[src/design/ppu_pkg.sv]
`default_nettype none

package ppu_pkg;

  // ====================
  // Frame geometry
  // ====================

  // Dots per line and lines per frame
  localparam logic [8:0] DOTS_PER_LINE = 9'd456;
  localparam logic [7:0] LINES_PER_FRAME = 8'd154;
  // Visible area
  localparam logic [7:0] SCREEN_WIDTH = 8'd160;
  localparam logic [7:0] SCREEN_HEIGHT = 8'd144;
  // OAM scan length in dots
  localparam logic [8:0] MODE2_LEN = 9'd80;

  // ====================
  // Address map
  // ====================

  localparam logic [15:0] VRAM_START = 16'h8000;
  localparam logic [15:0] VRAM_END = 16'h9FFF;
  localparam logic [15:0] OAM_START = 16'hFE00;
  localparam logic [15:0] OAM_END = 16'hFE9F;
  localparam logic [15:0] REG_START = 16'hFF40;
  localparam logic [15:0] REG_END = 16'hFF4B;

  // LCD registers inside the register window
  localparam logic [15:0] LCDC_ADDR = 16'hFF40;
  localparam logic [15:0] STAT_ADDR = 16'hFF41;
  localparam logic [15:0] SCY_ADDR = 16'hFF42;
  localparam logic [15:0] SCX_ADDR = 16'hFF43;
  localparam logic [15:0] LY_ADDR = 16'hFF44;
  localparam logic [15:0] LYC_ADDR = 16'hFF45;
  localparam logic [15:0] BGP_ADDR = 16'hFF47;

  // Storage sizes in bytes
  localparam int VRAM_SIZE = 8192;
  localparam int OAM_SIZE = 160;

  // ====================
  // Renderer
  // ====================

  // Pixel FIFO depth in pixels
  localparam int FIFO_DEPTH = 16;

  // Fetcher step codes
  localparam logic [1:0] FETCH_MAP = 2'd0;
  localparam logic [1:0] FETCH_LO = 2'd1;
  localparam logic [1:0] FETCH_HI = 2'd2;
  localparam logic [1:0] FETCH_PUSH = 2'd3;

  // Values match the STAT mode bits
  typedef enum logic [1:0] {
    HBLANK   = 2'd0,
    VBLANK   = 2'd1,
    OAM_SCAN = 2'd2,
    XFER     = 2'd3
  } ppu_mode_t;

  // LCDC seen as a raw byte by the CPU, as flags by the renderer
  typedef union packed {
    logic [7:0] raw;
    struct packed {
      logic       lcd_on;
      logic [1:0] rsvd_hi;
      logic       bg_data_sel;
      logic       bg_map_sel;
      logic [1:0] rsvd_lo;
      logic       bg_on;
    } flags;
  } lcdc_u;

  typedef struct packed {
    lcdc_u      lcdc;
    logic [7:0] scy;
    logic [7:0] scx;
    logic [7:0] lyc;
    logic [7:0] bgp;
    // Same order as STAT bits 6..3
    struct packed {
      logic lyc;
      logic mode2;
      logic mode1;
      logic mode0;
    } stat_en;
  } ppu_cfg_t;

  typedef struct packed {
    logic [7:0] ly;
    ppu_mode_t  mode;
    logic       lyc_match;
  } ppu_status_t;

  typedef struct packed {
    logic [7:0] x;
    logic [7:0] y;
    logic [1:0] shade;
  } pixel_t;

endpackage

`default_nettype wire

[src/design/ppu_timing.sv]
`timescale 1ns/10ps
`default_nettype none

module ppu_timing (
  input  logic                 clk,
  input  logic                 reset,
  input  ppu_pkg::ppu_cfg_t    cfg,
  input  logic                 line_done,
  output ppu_pkg::ppu_status_t status,
  output logic                 flush,
  output logic                 vblank_irq,
  output logic                 stat_irq
);
  import ppu_pkg::*;

  logic [8:0] dot;
  logic [7:0] ly;
  logic [7:0] ly_next;
  ppu_mode_t  mode;
  ppu_mode_t  mode_prev;
  logic       lyc_match;
  logic       lyc_match_prev;
  logic       line_end;
  logic       mode_entry;
  logic       lcd_on;

  assign lcd_on = cfg.lcdc.flags.lcd_on;
  assign line_end = (dot == DOTS_PER_LINE - 9'd1);
  // Wrap back to line 0 after the last VBlank line
  assign ly_next = (ly == LINES_PER_FRAME - 8'd1) ? 8'd0 : ly + 8'd1;
  assign lyc_match = (ly == cfg.lyc);
  assign mode_entry = (mode != mode_prev);

  always_comb begin
    status.ly = ly;
    status.mode = mode;
    status.lyc_match = lyc_match;
  end

  // ====================
  // Dots, lines, modes
  // ====================
  always_ff @(posedge clk or posedge reset) begin
    if (reset) begin
      dot <= '0;
      ly <= '0;
      mode <= OAM_SCAN;
      flush <= 1'b0;
    end else begin
      flush <= 1'b0;
      if (!lcd_on) begin
        // Display off, park at start of frame
        dot <= '0;
        ly <= '0;
        mode <= OAM_SCAN;
        // Drop any half-done line
        flush <= (mode == XFER);
      end else if (line_end) begin
        dot <= '0;
        ly <= ly_next;
        mode <= (ly_next >= SCREEN_HEIGHT) ? VBLANK : OAM_SCAN;
      end else begin
        dot <= dot + 9'd1;
        case (mode)
          // Fixed-length scan, then transfer from dot 80
          OAM_SCAN: if (dot == MODE2_LEN - 9'd1) mode <= XFER;
          // Variable length, ends on the last pixel
          XFER: begin
            if (line_done) begin
              mode <= HBLANK;
              flush <= 1'b1;
            end
          end
          // HBlank and VBlank wait for the line wrap
          default: ;
        endcase
      end
    end
  end

  // ====================
  // Interrupt pulses
  // ====================
  always_ff @(posedge clk or posedge reset) begin
    if (reset) begin
      mode_prev <= OAM_SCAN;
      lyc_match_prev <= 1'b0;
      vblank_irq <= 1'b0;
      stat_irq <= 1'b0;
    end else begin
      mode_prev <= mode;
      lyc_match_prev <= lyc_match;
      // One cycle after LY reaches 144
      vblank_irq <= mode_entry && (mode == VBLANK);
      stat_irq <= 1'b0;
      if (lcd_on) begin
        // LYC coincidence wins over mode events
        if (cfg.stat_en.lyc && lyc_match && !lyc_match_prev) begin
          stat_irq <= 1'b1;
        end else if (mode_entry) begin
          case (mode)
            OAM_SCAN: stat_irq <= cfg.stat_en.mode2;
            VBLANK:   stat_irq <= cfg.stat_en.mode1;
            HBLANK:   stat_irq <= cfg.stat_en.mode0;
            default:  stat_irq <= 1'b0;
          endcase
        end
      end
    end
  end

endmodule

`default_nettype wire

[config.mk]
export PLATFORM = sky130hd
export DESIGN_NAME = ppu_timing
export DESIGN_NICKNAME = d
export VERILOG_FILES = /design/src/design/ppu_pkg.sv /design/src/design/ppu_timing.sv
export SDC_FILE = /design/constraint.sdc
export NUM_CORES = 1
export LEC_CHECK = 0
export ABC_AREA = 1
export BUFFER_PORTS_ARGS = -buffer_cell sky130_fd_sc_hd__buf_2
export CORE_MARGIN = 4
export CORE_UTILIZATION = 42
export DETAILED_ROUTE_END_ITERATION = 10
export PLACE_DENSITY = 0.81
export SLEW_MARGIN = 20
export SYNTH_ARGS = -nofsm -noshare
export SYNTH_HDL_FRONTEND = slang
export SYNTH_SLANG_ARGS = --single-unit
export TNS_END_PERCENT = 10
[constraint.sdc]
create_clock -name clk -period 1.28 [get_ports clk]
set_input_delay 0.064 -clock clk [delete_from_list [all_inputs] [get_ports clk]]
set_output_delay 0.064 -clock clk [all_outputs]
set_load 0.05 [all_outputs]
==> metrics.csv <==
stage;metric;value;unit
status;outcome;finished, violations left;
synthesis;post-synthesis cell type count;25;
cts;CTS Buf Count;3;
hold_path;worst hold path startpoint;cfg[43];
synthesis;Post-synth top flop;dfrtp_1;
timing;Slew HR;79.0;%
power_and_ir_drop;worst vdd ir;0.410;mV
synthesis;Synth Instances;186;
global_routing;met3 Track Usage GR;1.70;%
global_routing;grt total ovfl;0;
worst_setup_path;reg2reg setup slack;-290;ps
detailed_routing;Vias;1511;
timing;Slew @ Worst Pin;315;ps
floorplan;Die ar.;4370;um^2
power_and_ir_drop;pwr/cell area;810;nW/um^2
detailed_routing;initial detailed-routing violation count;76;
hold_path;Min-Delay Path Class;in2reg;
global_routing;met2 track demand over resource;34.1;%
worst_setup_path;CP Max Fanout;4;
detailed_routing;Detail Route Antenna Nets;0;
layout;post-route cell area;2080;um^2
floorplan;Starting Density;45.3;%
detailed_routing;via/cell ratio;5.07;
power_and_ir_drop;Leak;1.10;nW
layout;Area growth syn-to-layout;47.0;%
global_routing;GRT Max-Usage Layer;met2;
synthesis;Synth Area per Inst;7.62;um^2
global_routing;GR met1 Demand/Resource;20.4;%
floorplan;Rows;20;
worst_setup_path;R2R Path End;mode[0];
detailed_routing;Pre-antenna DRT Iters;4;
global_routing;GR Util All Layers;18.2;%
layout;Antenna Cells;0;
cts;H-tree levels;1;
worst_setup_path;R2R cell count;11;
cts;CTS Sinks;25;
timing;final hold slack;22.9;ps
synthesis;number of flops mapped to enable cells by yosys;0;
cts;clock root buffer;clkbuf_4;
hold_path;WHS Endpoint;flush;
hold_path;hold depth;2;
worst_setup_path;crit path capture type;primary output;
detailed_routing;Routed WL per cell;12.9;um
synthesis;synthesized area;1420;um^2
worst_setup_path;kind of critical path;reg2out;
timing;Final Hold Fails;0;
floorplan;die width;66.1;um
worst_setup_path;Worst Path Arrival;1530;ps
worst_setup_path;reg2reg start;ly[1];
cts;Worst-Skew Late Latency;330;ps
cts;CTS clock-pin slew for the worst setup and hold paths;140;ps
placed_design;worst slack at placement;-174;ps
floorplan;io pins;61;
synthesis;Post-synth ARST share;100;%
synthesis;Yosys top cell area share;40.6;%
synthesis;cell accounting for the most synthesized area;dfrtp_1;
timing;Fmax achieved;628;MHz
detailed_routing;DRC violations left;0;
floorplan;Core Box Area;3130;um^2
job;Max Cap Violations;0;
synthesis;top-count cell post-synth;nand2_1;
global_routing;first-pass GRT wire length;6130;um
timing;Final period util;124;%
placed_design;Final Wtd Congestion;0.862;
timing;clk_skew;11.6;ps
global_routing;largest net degree at the start of global routing;26;
synthesis;synth top area cells;dfrtp_1 (41%), nand2_1 (11%), inv_1 (6.6%), nor2_1 (6.4%), nand3_1 (6.0%);
layout;Finished Core Util;66.6;%
timing;Final Max Tran Viols;0;
synthesis;Yosys warning count;0;
synthesis;post-synthesis sequential area ratio;44.3;%
cts;TritonCTS clock tree;built;
floorplan;Chip Height;66.1;um
global_routing;number of global-route vias before repair;1470;
layout;layout cells sized above 1;43.3;%
placed_design;area post-placement;1810;um^2
layout;Final Net Count;305;
worst_setup_path;Startpoint Class;flip-flop;
timing;final worst path period need;1590;ps
synthesis;net count after synthesis;236;
timing;RSZ-0062 raised after global routing;true;
placed_design;IO buf count;29;
placed_design;Post-DP HPWL;2540;um
timing;final number of setup-violating endpoints;20;
cts;CTS Buffer Depth;2;
worst_setup_path;CP required;1220;ps
detailed_routing;total wire length;3830;um
synthesis;top post-synthesis cells by count;nand2_1 (40), inv_1 (25), nor2_1 (24);
global_routing;initial antenna violation count;0;
timing;final worst slack;-311;ps
synthesis;#FFs+latches synth;25;
status;failing checks;setup timing;
registers in the layout, summed over array words and instances (netlist names):
name            flops
ly                  8
lyc_match_prev      1
dot                 9
flush               1
mode_prev           2
mode                2
stat_irq            1
vblank_irq          1
worst max path at each step:
stage	startpoint	to	slack, ps
after floorplan	ly[1]	mode[0]	-190
after global placement	ly[1]	mode[0]	-130
after detailed placement	dot[0]	dot[5]	-170
after CTS	ly[6]	status[0]	-270
after global routing	ly[1]	status[0]	-390
final	ly[1]	status[0]	-310
area by class of cell:
type | count | area (um^2)
sequential | 25 | 637
multi-input combinational | 133 | 793
tap | 44 | 55.1
timing repair buffer | 66 | 472
clock buffer | 3 | 22.5
inverter | 26 | 100
fill | 256 | 1040
clock inverter | 1 | 5.00
logic make-up after synthesis:
logic type,after synthesis,share of synthesized area [%]
and+or+nand+nor,105,34.2
adders and majority gates,3,2.65
AOI/OAI and AO/OA,19,7.15
xor gates and xnor gates,6,3.71
buffers and inverters,28,7.94
DFF,25,44.3
metal layers:
metal,wire length [um],vias up
met1,1550,721
met3,164,7
met2,2040,47
li1,-,736
met5,0,-
met4,74,0
stage by stage:
step	power (mW)	std cells	setup TNS, ps
finish	1.69	298	-2640
global route	1.77	298	-4270
CTS	1.67	298	-2130
detailed placement	1.28	281	-2110
global placement	1.27	281	-1330
floorplan	1.14	186	-2070
placed cells by master, fill, tap and decap left out, drive strengths merged:
master | netlist | layout
nand3b | 1 | 1
o21ai | 4 | 4
nor3b | 3 | 3
nand3 | 18 | 18
clkinv | 0 | 1
a21oi | 10 | 10
nor2 | 26 | 26
buf | 2 | 63
ha | 3 | 3
dlygate4sd3 | 0 | 1
nand2 | 42 | 42
or2 | 2 | 2
dfrtp | 23 | 23
and3b | 1 | 1
o22ai | 5 | 5
nand4 | 4 | 4
inv | 26 | 26
xnor2 | 4 | 4
nor3 | 5 | 5
xor2 | 2 | 2
clkbuf | 0 | 5
dfstp | 2 | 2
and3 | 3 | 3
repair_timing:
action	4_1_cts	5_1_grt
setup endpoints to repair	21	25
resized for setup	26	16
pin swaps	10	1
hold buffers	1	0
setup buffers	12	0
endpoints found under the hold margin	23	0
cloned	0	0
critical path: stages (launching register included):
cell and delay (ps):
dfrtp_2 460, xnor2_1 170, and3b_2 220, and3_4 200, buf_8 140
report_power, final:
group / switching (mW) / internal [mW] / total, mW / leakage [nW]
combinational: 0.269 / 0.179 / 0.448 / 0.758
sequential: 0.0354 / 0.843 / 0.878 / 0.323
clock: 0.244 / 0.117 / 0.361 / 0.0177
total: 0.548 / 1.14 / 1.69 / 1.10
(Power assumes the default switching activity.)
