==> src/design/ppu_pkg.sv <==
`default_nettype none

package ppu_pkg;

  // ====================
  // Frame geometry
  // ====================

  // Dots per line and lines per frame
  localparam logic [8:0] DOTS_PER_LINE = 9'd456;
  localparam logic [7:0] LINES_PER_FRAME = 8'd154;
  // Visible area
  localparam logic [7:0] SCREEN_WIDTH = 8'd160;
  localparam logic [7:0] SCREEN_HEIGHT = 8'd144;
  // OAM scan length in dots
  localparam logic [8:0] MODE2_LEN = 9'd80;

  // ====================
  // Address map
  // ====================

  localparam logic [15:0] VRAM_START = 16'h8000;
  localparam logic [15:0] VRAM_END = 16'h9FFF;
  localparam logic [15:0] OAM_START = 16'hFE00;
  localparam logic [15:0] OAM_END = 16'hFE9F;
  localparam logic [15:0] REG_START = 16'hFF40;
  localparam logic [15:0] REG_END = 16'hFF4B;

  // LCD registers inside the register window
  localparam logic [15:0] LCDC_ADDR = 16'hFF40;
  localparam logic [15:0] STAT_ADDR = 16'hFF41;
  localparam logic [15:0] SCY_ADDR = 16'hFF42;
  localparam logic [15:0] SCX_ADDR = 16'hFF43;
  localparam logic [15:0] LY_ADDR = 16'hFF44;
  localparam logic [15:0] LYC_ADDR = 16'hFF45;
  localparam logic [15:0] BGP_ADDR = 16'hFF47;

  // Storage sizes in bytes
  localparam int VRAM_SIZE = 8192;
  localparam int OAM_SIZE = 160;

  // ====================
  // Renderer
  // ====================

  // Pixel FIFO depth in pixels
  localparam int FIFO_DEPTH = 16;

  // Fetcher step codes
  localparam logic [1:0] FETCH_MAP = 2'd0;
  localparam logic [1:0] FETCH_LO = 2'd1;
  localparam logic [1:0] FETCH_HI = 2'd2;
  localparam logic [1:0] FETCH_PUSH = 2'd3;

  // Values match the STAT mode bits
  typedef enum logic [1:0] {
    HBLANK   = 2'd0,
    VBLANK   = 2'd1,
    OAM_SCAN = 2'd2,
    XFER     = 2'd3
  } ppu_mode_t;

  // LCDC seen as a raw byte by the CPU, as flags by the renderer
  typedef union packed {
    logic [7:0] raw;
    struct packed {
      logic       lcd_on;
      logic [1:0] rsvd_hi;
      logic       bg_data_sel;
      logic       bg_map_sel;
      logic [1:0] rsvd_lo;
      logic       bg_on;
    } flags;
  } lcdc_u;

  typedef struct packed {
    lcdc_u      lcdc;
    logic [7:0] scy;
    logic [7:0] scx;
    logic [7:0] lyc;
    logic [7:0] bgp;
    // Same order as STAT bits 6..3
    struct packed {
      logic lyc;
      logic mode2;
      logic mode1;
      logic mode0;
    } stat_en;
  } ppu_cfg_t;

  typedef struct packed {
    logic [7:0] ly;
    ppu_mode_t  mode;
    logic       lyc_match;
  } ppu_status_t;

  typedef struct packed {
    logic [7:0] x;
    logic [7:0] y;
    logic [1:0] shade;
  } pixel_t;

endpackage

`default_nettype wire

==> src/design/bg_fetcher.sv <==
`timescale 1ns/10ps
`default_nettype none

module bg_fetcher (
  input  logic                 clk,
  input  logic                 reset,
  input  ppu_pkg::ppu_cfg_t    cfg,
  input  ppu_pkg::ppu_status_t status,
  input  logic                 flush,
  output logic [12:0]          fetch_addr,
  output logic                 fetch_rd,
  input  logic [7:0]           fetch_data,
  input  logic                 fifo_room,
  output logic                 push,
  output logic [15:0]          push_px
);
  import ppu_pkg::*;

  logic [1:0] step;
  // Tiles fetched so far on this line
  logic [4:0] tile_n;
  logic [7:0] tile_idx;
  logic [7:0] lo_byte;
  logic [7:0] hi_byte;

  logic       in_xfer;
  logic [7:0] bg_y;
  logic [4:0] tile_col;
  logic       data_bank;

  assign in_xfer = (status.mode == XFER);

  // Background row and column, both wrap at 256 pixels
  assign bg_y = status.ly + cfg.scy;
  assign tile_col = cfg.scx[7:3] + tile_n;

  // Bit 12 of the data address
  // Signed mode puts tiles 0..127 at 1000, 128..255 at 0800
  assign data_bank = ~(cfg.lcdc.flags.bg_data_sel | tile_idx[7]);

  // ====================
  // VRAM address
  // ====================
  always_comb begin
    fetch_rd = in_xfer && (step != FETCH_PUSH);
    case (step)
      // Map at 1800 or 1C00, 32 tiles per row
      FETCH_MAP: fetch_addr = {2'b11, cfg.lcdc.flags.bg_map_sel, bg_y[7:3], tile_col};
      // 16 bytes per tile, 2 per row
      FETCH_LO:  fetch_addr = {data_bank, tile_idx, bg_y[2:0], 1'b0};
      default:   fetch_addr = {data_bank, tile_idx, bg_y[2:0], 1'b1};
    endcase
  end

  assign push = in_xfer && (step == FETCH_PUSH) && fifo_room;

  // Leftmost pixel in slot 0, taken from bit 7
  always_comb begin
    for (int i = 0; i < 8; i++) begin
      push_px[2*i +: 2] = {hi_byte[7-i], lo_byte[7-i]};
    end
  end

  // ====================
  // Step sequencer
  // ====================
  always_ff @(posedge clk or posedge reset) begin
    if (reset) begin
      step <= FETCH_MAP;
      tile_n <= '0;
    end else if (flush) begin
      step <= FETCH_MAP;
      tile_n <= '0;
    end else if (in_xfer) begin
      case (step)
        FETCH_MAP: step <= FETCH_LO;
        FETCH_LO:  step <= FETCH_HI;
        FETCH_HI:  step <= FETCH_PUSH;
        default: begin
          // Stall here until the FIFO can take 8 more
          if (fifo_room) begin
            step <= FETCH_MAP;
            tile_n <= tile_n + 5'd1;
          end
        end
      endcase
    end
  end

  // Fetched bytes
  always_ff @(posedge clk) begin
    if (in_xfer) begin
      case (step)
        FETCH_MAP: tile_idx <= fetch_data;
        FETCH_LO:  lo_byte <= fetch_data;
        FETCH_HI:  hi_byte <= fetch_data;
        default: ;
      endcase
    end
  end

endmodule

`default_nettype wire

==> config.mk <==
export PLATFORM = sky130hd
export DESIGN_NAME = bg_fetcher
export DESIGN_NICKNAME = d
export VERILOG_FILES = /design/src/design/ppu_pkg.sv /design/src/design/bg_fetcher.sv
export SDC_FILE = /design/constraint.sdc
export NUM_CORES = 1
export LEC_CHECK = 0
export ABC_AREA = 1
export BUFFER_PORTS_ARGS = -buffer_cell sky130_fd_sc_hd__buf_4
export CAP_MARGIN = 25
export CORE_MARGIN = 2
export CORE_UTILIZATION = 25
export DETAILED_ROUTE_END_ITERATION = 12
export HOLD_SLACK_MARGIN = 0.06
export PLACE_DENSITY = 0.52
export SLEW_MARGIN = 5
export SYNTH_ARGS = -nofsm -noshare
export SYNTH_HDL_FRONTEND = slang
export SYNTH_SLANG_ARGS = --single-unit
==> constraint.sdc <==
create_clock -name clk -period 1.61 [get_ports clk]
set_clock_uncertainty 0.05 [all_clocks]
set_input_delay 0.322 -clock clk [delete_from_list [all_inputs] [get_ports clk]]
set_output_delay 0.322 -clock clk [all_outputs]
set_load 0.05 [all_outputs]
==> flow_summary.json <==
{
  "drt-initial-drc-count": 53,
  "syn_nets": 272,
  "min-delay-start": "flush",
  "initial_utilization_pct": 26.1,
  "drv_slew": 0,
  "synth_top_area_share_pct": 39.9,
  "slew_headroom_pct": 74.0,
  "rsz0062_at_grt": "true",
  "power_frac_comb_pct": 67.0,
  "cp.required_ns": 1.24,
  "p_sw_share_pct": 44.4,
  "antenna_left": 0,
  "cts-root-buf": "clkbuf_8",
  "synth_seq_cells": 31,
  "drive_above_1_share_pct": 58.9,
  "status": "finished, violations left",
  "critPathLaunchType": "register",
  "worstPathCellList": "ha_4 -> fa_2 -> nand2_2 -> nand2_2 -> nand2_2 -> nand3_2 -> nand2_2 -> o21ai_4 -> buf_6",
  "synthArstFlopShare_pct": 22.6,
  "endpoint_kind": "primary output",
  "synthTopCellsByArea": "edfxtp_1, ha_1, nand2_1",
  "setup_ws_ns": -0.550,
  "numCtsBuffers": 5,
  "max_cap_viol_count": 0,
  "clk_pin_slew_ns": 0.06,
  "power_leakage_nw": 1.48,
  "holdPathStages": 2,
  "grt_remaining_overflow": 0,
  "worst_path_max_delay_cell": "dfrtp_1",
  "path_class": "register to primary output",
  "nFillCells": 690,
  "worst_pin_slew_ns": 0.384,
  "tritoncts": "done",
  "slowest_delay_ns": 0.41,
  "vdd_drop_max_mv": 1.33,
  "ys_top_cells_by_count": "nand2_1, edfxtp_1, inv_1, ha_1, nand3_1",
  "clkPwrFrac_pct": 14.0,
  "drc": 0,
  "fmax_ghz": 0.463,
  "critPathArrivalTime_ns": 1.79,
  "grt_pass1_vias": 1699,
  "clkSinkCount": 31,
  "first_pass_iters": 4,
  "r2r_cells": 7,
  "clockBufferDepth": 2,
  "rows": 30,
  "synthFlopType": "edfxtp_1",
  "fin_cells": 388,
  "multi_input_area_um2": 1200,
  "fin_crit_ns": 2.16,
  "r2r_end": "tile_idx[3]$_DFFE_PP_",
  "violations": "negative setup slack",
  "ys_seq_area_share_pct": 49.7,
  "vias": 1637,
  "place.gp.congestion": 0.763,
  "hold_path_class": "input pin to register",
  "yosysMostFrequentCell": "nand2_1",
  "seqCellArea_um2": 896,
  "coreArea_um2": 6910,
  "worst_skew_pair.late_latency_ns": 0.28,
  "num_antenna_cells": 0,
  "grt_pass1_wl_um": 7870,
  "synth.distinct_cells": 32,
  "die_h_um": 89.0,
  "yosys_warnings": 0,
  "die_area_um2": 7910,
  "synth-edff-count": 24,
  "syn2layout_area_growth_pct": 83.1,
  "io_pins": 98,
  "wl_per_cell_um": 12.5,
  "switching_power_mw": 2.32,
  "htreeDepth": 2,
  "reg2reg_slack_ns": 0.05,
  "grtUsageTotal_pct": 13.1,
  "wl_um": 4850,
  "power_per_cell_area_nw_per_um2": 1580,
  "grt_max_degree": 11,
  "yosysTopAreaCell": "edfxtp_1",
  "vias_per_cell": 4.22,
  "placedCellCount": 370,
  "hold_viol": 0,
  "dpl.hpwl_um": 3690,
  "synth_area_per_cell_um2": 9.65,
  "antenna_found_initial": 0,
  "crit_fanout": 2,
  "synthCells": 187,
  "pre_cts_ws_ns": -0.490,
  "pwr-share-seq_pct": 19.0,
  "syn-cell-area_um2": 1800,
  "holdPathEnd": "tile_n[2]$_DFFE_PP0P_",
  "finalSetupViolCount": 15,
  "total_power_mw": 5.23,
  "internal-power_mw": 2.91,
  "crit_top_cell": "nand2_2",
  "fin_nets": 376,
  "port_buffers": 67,
  "die_w_um": 89.0,
  "rr_startpoint": "step[0]$_DFFE_PP0P_",
  "period_share_pct": 134
}
power groups by stage:
stage	Combinational (mW)	Sequential [mW]	Clock, mW
global route	3.71	1.00	0.794
floorplan	1.80	1.08	0
CTS	3.46	0.995	0.758
detailed placement	2.62	0.998	0
finish	3.50	0.996	0.732
global placement	2.62	0.996	0
state kept, by name, indices dropped and copies added (netlist names):
signal / count
hi_byte: 8
lo_byte: 8
step: 2
tile_idx: 8
tile_n: 5
final cells by class:
cell class / instances / area share (%)
Multi-Input combinational cell: 133 / 36.3
Sequential cell: 31 / 27.1
Timing Repair Buffer: 98 / 26.6
Tap cell: 96 / 3.64
Inverter: 21 / 2.84
Clock buffer: 5 / 2.08
Clock inverter: 3 / 1.17
Timing Repair inverter: 1 / 0.227
timing repair:
action / CTS / global route
gates resized for setup: 56 / 17
endpoints found under the setup margin: 15 / 30
pin swaps: 10 / 9
hold buffers: 1 / 0
gates cloned: 2 / 0
hold endpoints to repair: 7 / 0
setup buffers: 5 / 5
how the worst max path moves through the flow:
stage                           from       endpoint  slack, ns  depth (start not counted)
2_1_floorplan  tile_n[0]$_DFFE_PP0P_  fetch_addr[4]      -0.29                          7
3_3_place_gp                 cfg[28]  fetch_addr[8]      -0.44                         11
3_5_place_dp                 cfg[28]  fetch_addr[8]      -0.49                         11
4_1_cts        tile_n[0]$_DFFE_PP0P_  fetch_addr[4]      -0.59                          9
5_1_grt        tile_n[0]$_DFFE_PP0P_  fetch_addr[4]      -0.66                          9
6_report       tile_n[0]$_DFFE_PP0P_  fetch_addr[4]      -0.55                          9
worst max-delay path: cells and delay by family, from the launching register on:
kind	cells	cell delay (ns)
compound gates	1	0.06
fa+ha+maj	2	0.52
buf+inv	1	0.15
flops	1	0.41
simple gates	5	0.38
cells in the final DEF (no fill, tap or decap), types with 4 or more instances in the layout:
cell	count
a21oi_2	4
a21oi_1	6
buf_6	15
nand3_1	10
nor2_1	8
nand3_2	6
buf_4	73
nand2_1	26
inv_1	15
ha_4	10
clkbuf_8	5
nand2_4	11
o21ai_4	4
buf_8	7
nand2_2	13
edfxtp_1	24
ha_1	6
dfrtp_1	7
routing by layer:
metal	wire (um)	GRT usage [%]	up-vias
met3	253	2.86	4
met5	0	0	-
met2	2380	21.9	39
li1	-	-	841
met4	63	5.29	0
met1	2150	16.6	753
logic make-up after synthesis:
group           share of synthesized area (%)
compound gates                           7.49
xor+xnor                                0.971
fa+ha+maj                                13.3
buf+inv                                  5.27
flops                                    49.7
simple gates                             23.3
stage by stage:
stage	utilization, %	instance area, um2	hold WS (ns)	TNS, ns
6_report	47.8	3300	0.180	-5.41
5_1_grt	47.8	3300	0.170	-6.46
4_1_cts	46.7	3230	0.173	-5.71
3_5_place_dp	41.0	2830	0.236	-3.07
3_3_place_gp	41.0	2830	0.242	-2.95
2_1_floorplan	-	2060	0.0754	-0.970
No activity file was read; power rests on OpenSTA's default activity.
