**src/design/ppu_pkg.sv**
```systemverilog
`default_nettype none

package ppu_pkg;

  // ====================
  // Frame geometry
  // ====================

  // Dots per line and lines per frame
  localparam logic [8:0] DOTS_PER_LINE = 9'd456;
  localparam logic [7:0] LINES_PER_FRAME = 8'd154;
  // Visible area
  localparam logic [7:0] SCREEN_WIDTH = 8'd160;
  localparam logic [7:0] SCREEN_HEIGHT = 8'd144;
  // OAM scan length in dots
  localparam logic [8:0] MODE2_LEN = 9'd80;

  // ====================
  // Address map
  // ====================

  localparam logic [15:0] VRAM_START = 16'h8000;
  localparam logic [15:0] VRAM_END = 16'h9FFF;
  localparam logic [15:0] OAM_START = 16'hFE00;
  localparam logic [15:0] OAM_END = 16'hFE9F;
  localparam logic [15:0] REG_START = 16'hFF40;
  localparam logic [15:0] REG_END = 16'hFF4B;

  // LCD registers inside the register window
  localparam logic [15:0] LCDC_ADDR = 16'hFF40;
  localparam logic [15:0] STAT_ADDR = 16'hFF41;
  localparam logic [15:0] SCY_ADDR = 16'hFF42;
  localparam logic [15:0] SCX_ADDR = 16'hFF43;
  localparam logic [15:0] LY_ADDR = 16'hFF44;
  localparam logic [15:0] LYC_ADDR = 16'hFF45;
  localparam logic [15:0] BGP_ADDR = 16'hFF47;

  // Storage sizes in bytes
  localparam int VRAM_SIZE = 8192;
  localparam int OAM_SIZE = 160;

  // ====================
  // Renderer
  // ====================

  // Pixel FIFO depth in pixels
  localparam int FIFO_DEPTH = 16;

  // Fetcher step codes
  localparam logic [1:0] FETCH_MAP = 2'd0;
  localparam logic [1:0] FETCH_LO = 2'd1;
  localparam logic [1:0] FETCH_HI = 2'd2;
  localparam logic [1:0] FETCH_PUSH = 2'd3;

  // Values match the STAT mode bits
  typedef enum logic [1:0] {
    HBLANK   = 2'd0,
    VBLANK   = 2'd1,
    OAM_SCAN = 2'd2,
    XFER     = 2'd3
  } ppu_mode_t;

  // LCDC seen as a raw byte by the CPU, as flags by the renderer
  typedef union packed {
    logic [7:0] raw;
    struct packed {
      logic       lcd_on;
      logic [1:0] rsvd_hi;
      logic       bg_data_sel;
      logic       bg_map_sel;
      logic [1:0] rsvd_lo;
      logic       bg_on;
    } flags;
  } lcdc_u;

  typedef struct packed {
    lcdc_u      lcdc;
    logic [7:0] scy;
    logic [7:0] scx;
    logic [7:0] lyc;
    logic [7:0] bgp;
    // Same order as STAT bits 6..3
    struct packed {
      logic lyc;
      logic mode2;
      logic mode1;
      logic mode0;
    } stat_en;
  } ppu_cfg_t;

  typedef struct packed {
    logic [7:0] ly;
    ppu_mode_t  mode;
    logic       lyc_match;
  } ppu_status_t;

  typedef struct packed {
    logic [7:0] x;
    logic [7:0] y;
    logic [1:0] shade;
  } pixel_t;

endpackage

`default_nettype wire

```
**src/design/pixel_out.sv**
```systemverilog
`timescale 1ns/10ps
`default_nettype none

module pixel_out (
  input  logic                 clk,
  input  logic                 reset,
  input  ppu_pkg::ppu_cfg_t    cfg,
  input  ppu_pkg::ppu_status_t status,
  input  logic                 flush,
  input  logic                 push,
  input  logic [15:0]          push_px,
  output logic                 fifo_room,
  output ppu_pkg::pixel_t      pixel,
  output logic                 pixel_valid,
  output logic                 line_done
);
  import ppu_pkg::*;

  // ====================
  // Pixel FIFO
  // ====================
  logic [1:0] fifo_mem [FIFO_DEPTH];
  logic [3:0] wr_ptr;
  logic [3:0] rd_ptr;
  logic [4:0] count;

  logic [2:0] disc_cnt;
  logic [7:0] x_cnt;
  logic       pop;
  logic       discard;
  logic [1:0] head;
  logic [1:0] shade;

  // Room for a whole tile
  assign fifo_room = (count <= 5'(FIFO_DEPTH - 8));

  // Pop while transferring, until 160 pixels are out
  assign pop = (status.mode == XFER) && (count != 5'd0) && (x_cnt < SCREEN_WIDTH);
  // Fine scroll, drop the first SCX mod 8 pixels
  assign discard = (disc_cnt < cfg.scx[2:0]);

  assign head = fifo_mem[rd_ptr];
  // Palette lookup, BG off shows color 0
  assign shade = cfg.lcdc.flags.bg_on ? cfg.bgp[{head, 1'b0} +: 2] : cfg.bgp[1:0];

  always_ff @(posedge clk) begin
    if (push) begin
      for (int i = 0; i < 8; i++) begin
        fifo_mem[wr_ptr + 4'(i)] <= push_px[2*i +: 2];
      end
    end
  end

  always_ff @(posedge clk or posedge reset) begin
    if (reset) begin
      wr_ptr <= '0;
      rd_ptr <= '0;
      count <= '0;
      disc_cnt <= '0;
      x_cnt <= '0;
    end else if (flush) begin
      wr_ptr <= '0;
      rd_ptr <= '0;
      count <= '0;
      disc_cnt <= '0;
      x_cnt <= '0;
    end else begin
      if (push) wr_ptr <= wr_ptr + 4'd8;
      if (pop) rd_ptr <= rd_ptr + 4'd1;
      count <= count + (push ? 5'd8 : 5'd0) - (pop ? 5'd1 : 5'd0);
      if (pop && discard) begin
        disc_cnt <= disc_cnt + 3'd1;
      end else if (pop) begin
        x_cnt <= x_cnt + 8'd1;
      end
    end
  end

  // ====================
  // Output stage
  // ====================
  always_ff @(posedge clk or posedge reset) begin
    if (reset) begin
      pixel_valid <= 1'b0;
      line_done <= 1'b0;
    end else begin
      pixel_valid <= pop && !discard;
      // Comes with the last pixel of the line
      line_done <= pop && !discard && (x_cnt == SCREEN_WIDTH - 8'd1);
    end
  end

  always_ff @(posedge clk) begin
    if (pop && !discard) begin
      pixel.x <= x_cnt;
      pixel.y <= status.ly;
      pixel.shade <= shade;
    end
  end

endmodule

`default_nettype wire

```
**config.mk**
```make
export PLATFORM = sky130hd
export DESIGN_NAME = pixel_out
export DESIGN_NICKNAME = d
export VERILOG_FILES = /design/src/design/ppu_pkg.sv /design/src/design/pixel_out.sv
export SDC_FILE = /design/constraint.sdc
export NUM_CORES = 1
export LEC_CHECK = 0
export ABC_CLOCK_PERIOD_IN_PS = 3300
export BUFFER_PORTS_ARGS = -buffer_cell sky130_fd_sc_hd__buf_2
export CORE_ASPECT_RATIO = 1.2
export CORE_MARGIN = 3
export CORE_UTILIZATION = 52
export DETAILED_ROUTE_END_ITERATION = 8
export HOLD_SLACK_MARGIN = 0.08
export PLACE_DENSITY = 0.89
export SETUP_SLACK_MARGIN = 0.4
export SYNTH_ARGS = -nofsm -noshare
export SYNTH_HDL_FRONTEND = slang
export SYNTH_SLANG_ARGS = --single-unit
```
**constraint.sdc**
```tcl
create_clock -name clk -period 3.3 [get_ports clk]
set_input_delay 0.66 -clock clk [delete_from_list [all_inputs] [get_ports clk]]
set_output_delay 0.66 -clock clk [all_outputs]
set_load 0.02 [all_outputs]
```
==> Implementation_results.wiki, run 1 <==
{| class="wikitable"
! Metric !! Value
|-
| Top fanout value on the critical path || 4
|-
| Clock latency of the later-clocked register in the worst-skew pair || 340 ps
|-
| Post-cts resize count || 0
|-
| Number of I/O pins || 96
|-
| Gr ovfl total || 0
|-
| Clk pin slew, worst setup/hold paths || 80 ps
|-
| Psw || 0.0005680 W
|-
| Library cell used as clock root buffer || clkbuf_8
|-
| Endpoint class of the critical path || register
|-
| H-tree levels || 3
|-
| Total Power Consumption || 0.002132 W
|-
| Avg Inst Size Synth || 13.06 µm²
|-
| Synthesized cell area || 0.003396 mm²
|-
| Cell taking the most area after synthesis || edfxtp_1
|-
| Sequential power share || 51.6%
|-
| Post-CTS setup buffer count || 0
|-
| Worst clock skew on the final layout || 12.59 ps
|-
| Fmax achieved || 391.7 MHz
|-
| Layout cells sized above 1 || 26.32%
|-
| Port Buffers || 62
|-
| Routed WL per cell || 14.43 µm
|-
| Antenna violations before repair || 0
|-
| Iteration-0 DRC count of the detailed router || 102
|-
| Kind of path behind the tightest hold check || reg -> reg
|-
| Crit-path most repeated cell || inv_1
|-
| Total negative slack for setup checks || 0 ps
|-
| Global-route wire length before repair || 9.528 mm
|-
| Total clock sinks || 73
|-
| Overall Global Routing Usage || 16.75%
|-
| Flop and latch count out of synthesis || 73
|-
| Antenna cell count || 0
|-
| Layout Nets || 405
|-
| Leakage power || 1.770 nW
|-
| Cell with the biggest individual delay on the critical path || dfrtp_1
|-
| Kind of critical path || reg -> reg
|-
| CTS Buffer Depth || 2
|-
| Weighted congestion at the end of routability-driven global placement || 0.8144
|-
| Residual antenna-violating net count after detailed routing || 0
|-
| Final hold viol count || 0
|-
| Number of clock buffers inserted by TritonCTS || 9
|-
| Number of global-route vias before repair || 2112
|-
| Hold Path Depth || 0
|-
| Clock network fraction of design power || 29.5%
|-
| Number of synthesized flops with an enable pin || 50
|-
| Switching share of total power || 26.65%
|-
| Final design utilization || 63.89%
|-
| Clock tree from TritonCTS || yes
|-
| Detailed placement HPWL || 4.393 mm
|-
| Worst Tran Pin Value || 852.1 ps
|-
| Part of the total power dissipated in combinational logic || 18.9%
|-
| Hold Buf Count CTS || 0
|-
| Headroom to the max-slew limit || 43.20%
|-
| Critical path buffers and inverters || 3
|-
| Net count after synthesis || 346
|-
| Worst endpoint required time || 3510 ps
|-
| Total number of vias || 2138
|-
| Final WL || 5.846 mm
|-
| Die area || 0.007540 mm²
|-
| Internal Dissipation || 0.001564 W
|-
| Commonest cells after routing, fill and taps aside || buf_2, edfxtp_1, a21o_1
|-
| Post-detailed-route via-to-cell ratio || 5.279
|-
| Category of cells accounting for the largest share of critical-path delay || simple AND/OR/NAND/NOR gates
|-
| Commonest non-fill, non-tap cell in the layout || buf_2
|-
| Detailed-router iteration count before antenna repair || 4
|-
| Setup-violating endpoint count in the final report || 0
|-
| Startpoint class of the critical path || register
|-
| RSZ-0062 raised after global routing || false
|-
| Power per Cell Area || 541.0 mW/mm²
|-
| Instance count of the mapped netlist || 260
|-
| Share of the clock period used by the worst path after layout || 77.37%
|-
| Placeable core region || 0.006167 mm²
|-
| Time the worst path needs with I/O delays and setup || 2553 ps
|-
| Worst VDD drop || 370.3 µV
|-
| Count of placed standard cells in the final layout, fillers left out || 405
|-
| Max-capacitance violation count || 0
|-
| Area added between synthesis and finish || 16.03%
|-
| Die Y-Extent || 94.53 µm
|-
| Main flop type after synthesis || edfxtp_1
|-
| CP Depth || 11
|-
| Max stage delay on crit path || 430 ps
|-
| Synth cell types || 35
|-
| Endpoint arrival time on the critical path || 2760 ps
|-
| Number of standard-cell rows in the floorplan || 31
|-
| Run status || complete, no violations
|-
| Synth async-reset ratio || 31.51%
|-
| Number of cells in the design after placement || 390
|-
| Starting utilization of the core area || 55.06%
|-
| Fraction of the yosys area taken by sequential cells || 61.16%
|-
| Largest cells by area after synthesis || edfxtp_1, dfrtp_1, a21o_1
|-
| Series of cell instances along the critical path || or3_1 > or3_1 > nand4_1 > inv_1 > ha_1 > inv_1 > ha_1 > inv_1 > fa_1 > xor2_1 > nor2_1
|-
| Reg2reg path depth || 11
|-
| Share of the synthesized area in the top cell type || 44.22%
|-
| Floorplan die width || 79.77 µm
|-
| Number of warnings reported in the yosys synthesis log || 0
|-
| Maximum number of pins on one net before global-route repair || 25
|-
| DRC errors left || 0
|-
| Count of pins over their slew limit || 0
|}
==> cells by family (layout without fill, tap and decap cells) <==
group	count (synthesis)	count (layout)	share of synthesized area [%]
XOR/XNOR	15	15	3.869
AND/OR/NAND/NOR	64	64	9.138
AO/OA/AOI/OAI	48	48	9.911
adder cells (fa/ha/maj)	11	11	4.274
buffers and inverters	33	96	3.979
flip-flops	73	73	61.16
multiplexers	16	16	7.664
==> per-stage QoR <==
| stage | setup slack, ps | hold slack, ps | instance area, µm² |
|---|---|---|---|
| final | 746.9 | 474.7 | 3940 |
| after CTS | 726.7 | 476.6 | 3940 |
| after detailed placement | 739.6 | 461.6 | 3760 |
| after floorplan | 769.2 | 446.2 | 3396 |
| after global placement | 784.9 | 457.8 | 3760 |
| after global routing | 546.0 | 477.8 | 3940 |
==> power by group through the flow <==
stage               Clock, W  Sequential (W)  Combinational [W]
global route        0.000685         0.00111           0.000452
floorplan                  0         0.00111           0.000309
finish              0.000629         0.00110           0.000403
CTS                 0.000646         0.00110           0.000411
global placement           0         0.00112           0.000388
detailed placement         0         0.00112           0.000409
==> cells in the mapped netlist (3+ instances only) <==
cell type	number
nand4_1	3
nor2b_1	7
nand3_1	6
nand2_1	8
xor2_1	7
nor2_1	25
mux2i_1	7
dfrtp_1	23
ha_1	10
and2_1	7
inv_1	15
clkbuf_1	14
mux4_1	4
xnor2_1	8
a21o_1	31
a21oi_1	9
edfxtp_1	50
buf_2	3
==> state kept, by name (all words and copies together), names as in the netlist <==
register     cells
x_cnt            8
fifo_mem        32
count            5
rd_ptr           4
pixel           18
disc_cnt         3
pixel_valid      1
line_done        1
wr_ptr           1
==> worst reg2reg max path: cells and delay by family (launching register included) <==
family / cells / cell delay [ps]
and+or+nand+nor: 4 / 930
adders and majority gates: 3 / 720
DFF: 1 / 430
buffers and inverters: 3 / 190
xor gates and xnor gates: 1 / 160
==> per-layer routing <==
layer | vias up | wire, µm | GRT usage [%]
met3 | 7 | 331 | 5.439
met5 | - | 0 | 0
li1 | 1048 | - | -
met4 | 0 | 64 | 5.070
met1 | 1016 | 2442 | 19.28
met2 | 67 | 3007 | 29.67
==> area by class of cell <==
cell class | instances | area (µm²)
clock buffer | 11 | 152.6
clock inverter | 4 | 27.53
fill | 473 | 2227
inverter | 15 | 56.30
multi-input combinational | 154 | 1184
sequential | 73 | 2077
tap | 82 | 102.6
timing repair buffer | 66 | 340.3
==> worst paths after layout <==
path	slack, ps	endpoint	start
worst min register to register	470	pixel[12]	x_cnt[2]
max in group asynchronous	2300	wr_ptr[3]	reset
worst max-delay path	750	count[3]	count[2]
min in group asynchronous	480	line_done	reset
worst min-delay path	470	pixel[12]	x_cnt[2]
worst max register to register	750	count[3]	count[2]
No activity file was read; power rests on OpenSTA's default activity.
==> run 2, diff against run 1 <==
--- a/config.mk
+++ b/config.mk
@@ -5,7 +5,7 @@
 export SDC_FILE = /design/constraint.sdc
 export NUM_CORES = 1
 export LEC_CHECK = 0
-export ABC_CLOCK_PERIOD_IN_PS = 3300
+export ABC_CLOCK_PERIOD_IN_PS = 2400
 export BUFFER_PORTS_ARGS = -buffer_cell sky130_fd_sc_hd__buf_2
 export CORE_ASPECT_RATIO = 1.2
 export CORE_MARGIN = 3
==> constraint.sdc (replaced) <==
create_clock -name clk -period 2.4 [get_ports clk]
set_input_delay 0.48 -clock clk [delete_from_list [all_inputs] [get_ports clk]]
set_output_delay 0.48 -clock clk [all_outputs]
set_load 0.02 [all_outputs]
==> run 2 against run 1 <==
  * Setup slack worse by 670 ps
  * Count of clock-buffer cells in the layout increased by 1
  * Sequential share of layout area is 2.5 points lower
  * Critical endpoint is now count[2]
  * Largest cell class unchanged
==> Implementation_results.wiki, run 2 (same netlist as run 1, synthesis figures left out) <==
{| class="wikitable"
! Metric !! Value
|-
| Run status || complete, no violations
|-
| Residual antenna-violating net count after detailed routing || 0 (unchanged)
|-
| Worst clock skew on the final layout || 8.056 ps (-4.532 ps)
|-
| Final hold viol count || 0 (unchanged)
|-
| Met3 GRT Util || 3.721% (-1.7 points)
|-
| Detailed-router iteration count before antenna repair || 4 (unchanged)
|-
| Number of clock buffers inserted by TritonCTS || 9 (unchanged)
|-
| Max reg flops || 32 (unchanged)
|-
| Met2 routing resource usage after global routing || 29.94% (+0.28 points)
|-
| Total clock sinks || 73 (unchanged)
|-
| Layout cells sized above 1 || 33.43% (+7.1 points)
|-
| Setup ws final || 75.38 ps (-671.6 ps)
|-
| Kind of path behind the tightest hold check || in -> async
|-
| Worst slack after detailed placement || 45.20 ps (-694.5 ps)
|-
| Clock latency of the later-clocked register in the worst-skew pair || 350 ps (about the same)
|-
| Die Y-Extent || 94.53 µm (unchanged)
|-
| Number of I/O pins || 96 (unchanged)
|-
| Antenna violations before repair || 0 (unchanged)
|-
| Startpoint class of the critical path || register
|-
| Number of standard-cell rows in the floorplan || 31 (unchanged)
|-
| Fmax achieved || 430.2 MHz (+9.8%)
|-
| R2r startpoint || count[0]
|-
| Global-route wire length before repair || 10.09 mm (+5.9%)
|-
| Antenna cell count || 0 (unchanged)
|-
| DRC errors left || 0 (unchanged)
|-
| Top fanout value on the critical path || 2 (-2)
|-
| Floorplan die width || 79.77 µm (unchanged)
|-
| H-tree levels || 3 (unchanged)
|-
| Power per Cell Area || 789.2 mW/mm² (+46%)
|-
| Post-detailed-route via-to-cell ratio || 5.297 (+0.34%)
|-
| Share of the clock period used by the worst path after layout || 96.86% (+19 points)
|-
| Clock tree from TritonCTS || yes
|-
| Detailed placement HPWL || 4.471 mm (+1.8%)
|-
| Commonest cells after routing, fill and taps aside || buf_2, edfxtp_1, a21o_1
|-
| Routed WL per cell || 14.94 µm (+3.5%)
|-
| Largest Register || fifo_mem
|-
| Overall Global Routing Usage || 17.82% (+1.1 points)
|-
| Busiest metal layer after global routing || met2
|-
| Clk pin slew, worst setup/hold paths || 80 ps (about the same)
|-
| Library cell used as clock root buffer || clkbuf_8
|-
| Total number of vias || 2193 (+2.6%)
|-
| Headroom to the max-slew limit || 42.64% (-0.55 points)
|-
| Die area || 0.007540 mm² (unchanged)
|-
| Max-capacitance violation count || 0 (unchanged)
|-
| Worst Tran Pin Value || 859.4 ps (+7.320 ps)
|-
| Hold Buf Count CTS || 0 (unchanged)
|-
| Regs by FF count || fifo_mem: 32 flops, pixel: 18 flops, x_cnt: 8 flops
|-
| Setup-violating endpoint count in the final report || 0 (unchanged)
|-
| Worst VDD drop || 483.1 µV (+30%)
|-
| Maximum number of pins on one net before global-route repair || 24 (-4.0%)
|-
| Placeable core region || 0.006167 mm² (unchanged)
|-
| Gr ovfl total || 0 (unchanged)
|-
| Total negative slack for setup checks || 0 ps (unchanged)
|-
| Starting utilization of the core area || 55.06% (unchanged)
|-
| Met1 usage || 22.22% (+2.9 points)
|-
| Endpoint class of the critical path || register
|-
| RSZ-0062 raised after global routing || true
|-
| CTS Buffer Depth || 2 (unchanged)
|-
| Time the worst path needs with I/O delays and setup || 2325 ps (-228.4 ps)
|-
| Worst endpoint required time || 2620 ps (-890 ps)
|-
| CP Launch Point || count[0]
|-
| Layout Nets || 413 (+2.0%)
|-
| Area added between synthesis and finish || 21.92%
|-
| Commonest non-fill, non-tap cell in the layout || buf_2
|-
| Kind of critical path || reg -> reg
|-
| Iteration-0 DRC count of the detailed router || 60 (-41%)
|-
| Leakage power || 1.844 nW (+4.2%)
|-
| Weighted congestion at the end of routability-driven global placement || 0.7818 (-4.0%)
|-
| Count of pins over their slew limit || 0 (unchanged)
|-
| Number of global-route vias before repair || 2135 (+1.1%)
|-
| Port Buffers || 62 (unchanged)
|-
| Endpoint arrival time on the critical path || 2550 ps (-210 ps)
|-
| Final WL || 6.187 mm (+5.8%)
|}
run 2: metal layers:
metal | wire [µm] | vias up
met4 | 112 | 0
met3 | 352 | 10
met5 | 0 | -
met1 | 2537 | 1056
met2 | 3185 | 72
li1 | - | 1055
run 2: report_power, final:
group | total [W] | internal, W | switching (W) | leakage (nW)
logic | 0.000655 | 0.000324 | 0.000331 | 0.950
clock network | 0.00110 | 0.000640 | 0.000465 | 0.124
registers | 0.00151 | 0.00145 | 0.0000552 | 0.770
run 2: cell type report:
cell class | count | area (µm²)
flip-flops and latches | 73 | 2081
fillers | 462 | 2027
multi-input cells | 154 | 1226
repair buffers | 74 | 432.9
clock buffers | 12 | 187.7
well taps | 82 | 102.6
inverters | 15 | 58.81
clock inverters | 4 | 51.30
run 2: final timing paths:
| kind | to | slack, ps | cells past startpoint |
|---|---|---|---|
| min in group clk | pixel[4] | 310 | 1 |
| min | count[2] | 300 | 2 |
| max | count[2] | 80 | 10 |
| max reg2reg | count[2] | 80 | 10 |
| max in group asynchronous | rd_ptr[0] | 1510 | 2 |
| min reg2reg | pixel[12] | 490 | 0 |
run 2: what timing repair did:
item                                    CTS  global route
resized for setup                         9             4
endpoints found under the setup margin   23            24
setup buffers                             1             3
endpoints found under the hold margin     0             0
pin swaps                                 2             6
run 2: metrics by stage:
step	total power, W	hold slack [ps]	cell area [µm²]	util, %	cells
3_5_place_dp	0.002154	471.9	3837	62.22	394
5_1_grt	0.003444	297.4	4140	67.13	414
3_3_place_gp	0.002118	463.4	3837	62.22	394
4_1_cts	0.003267	300.5	4096	66.42	411
6_report	0.003268	302.5	4140	67.13	414
2_1_floorplan	0.001987	446.2	3437	-	260
run 2: worst max-delay path: stages, from the launching register on:
cell and delay, ps:
dfrtp_1 380, or3_1 380, or3_1 330, nand4_1 130, inv_2 70, ha_4 160
inv_4 50, ha_4 120, inv_2 30, fa_2 510, nor2_1 40
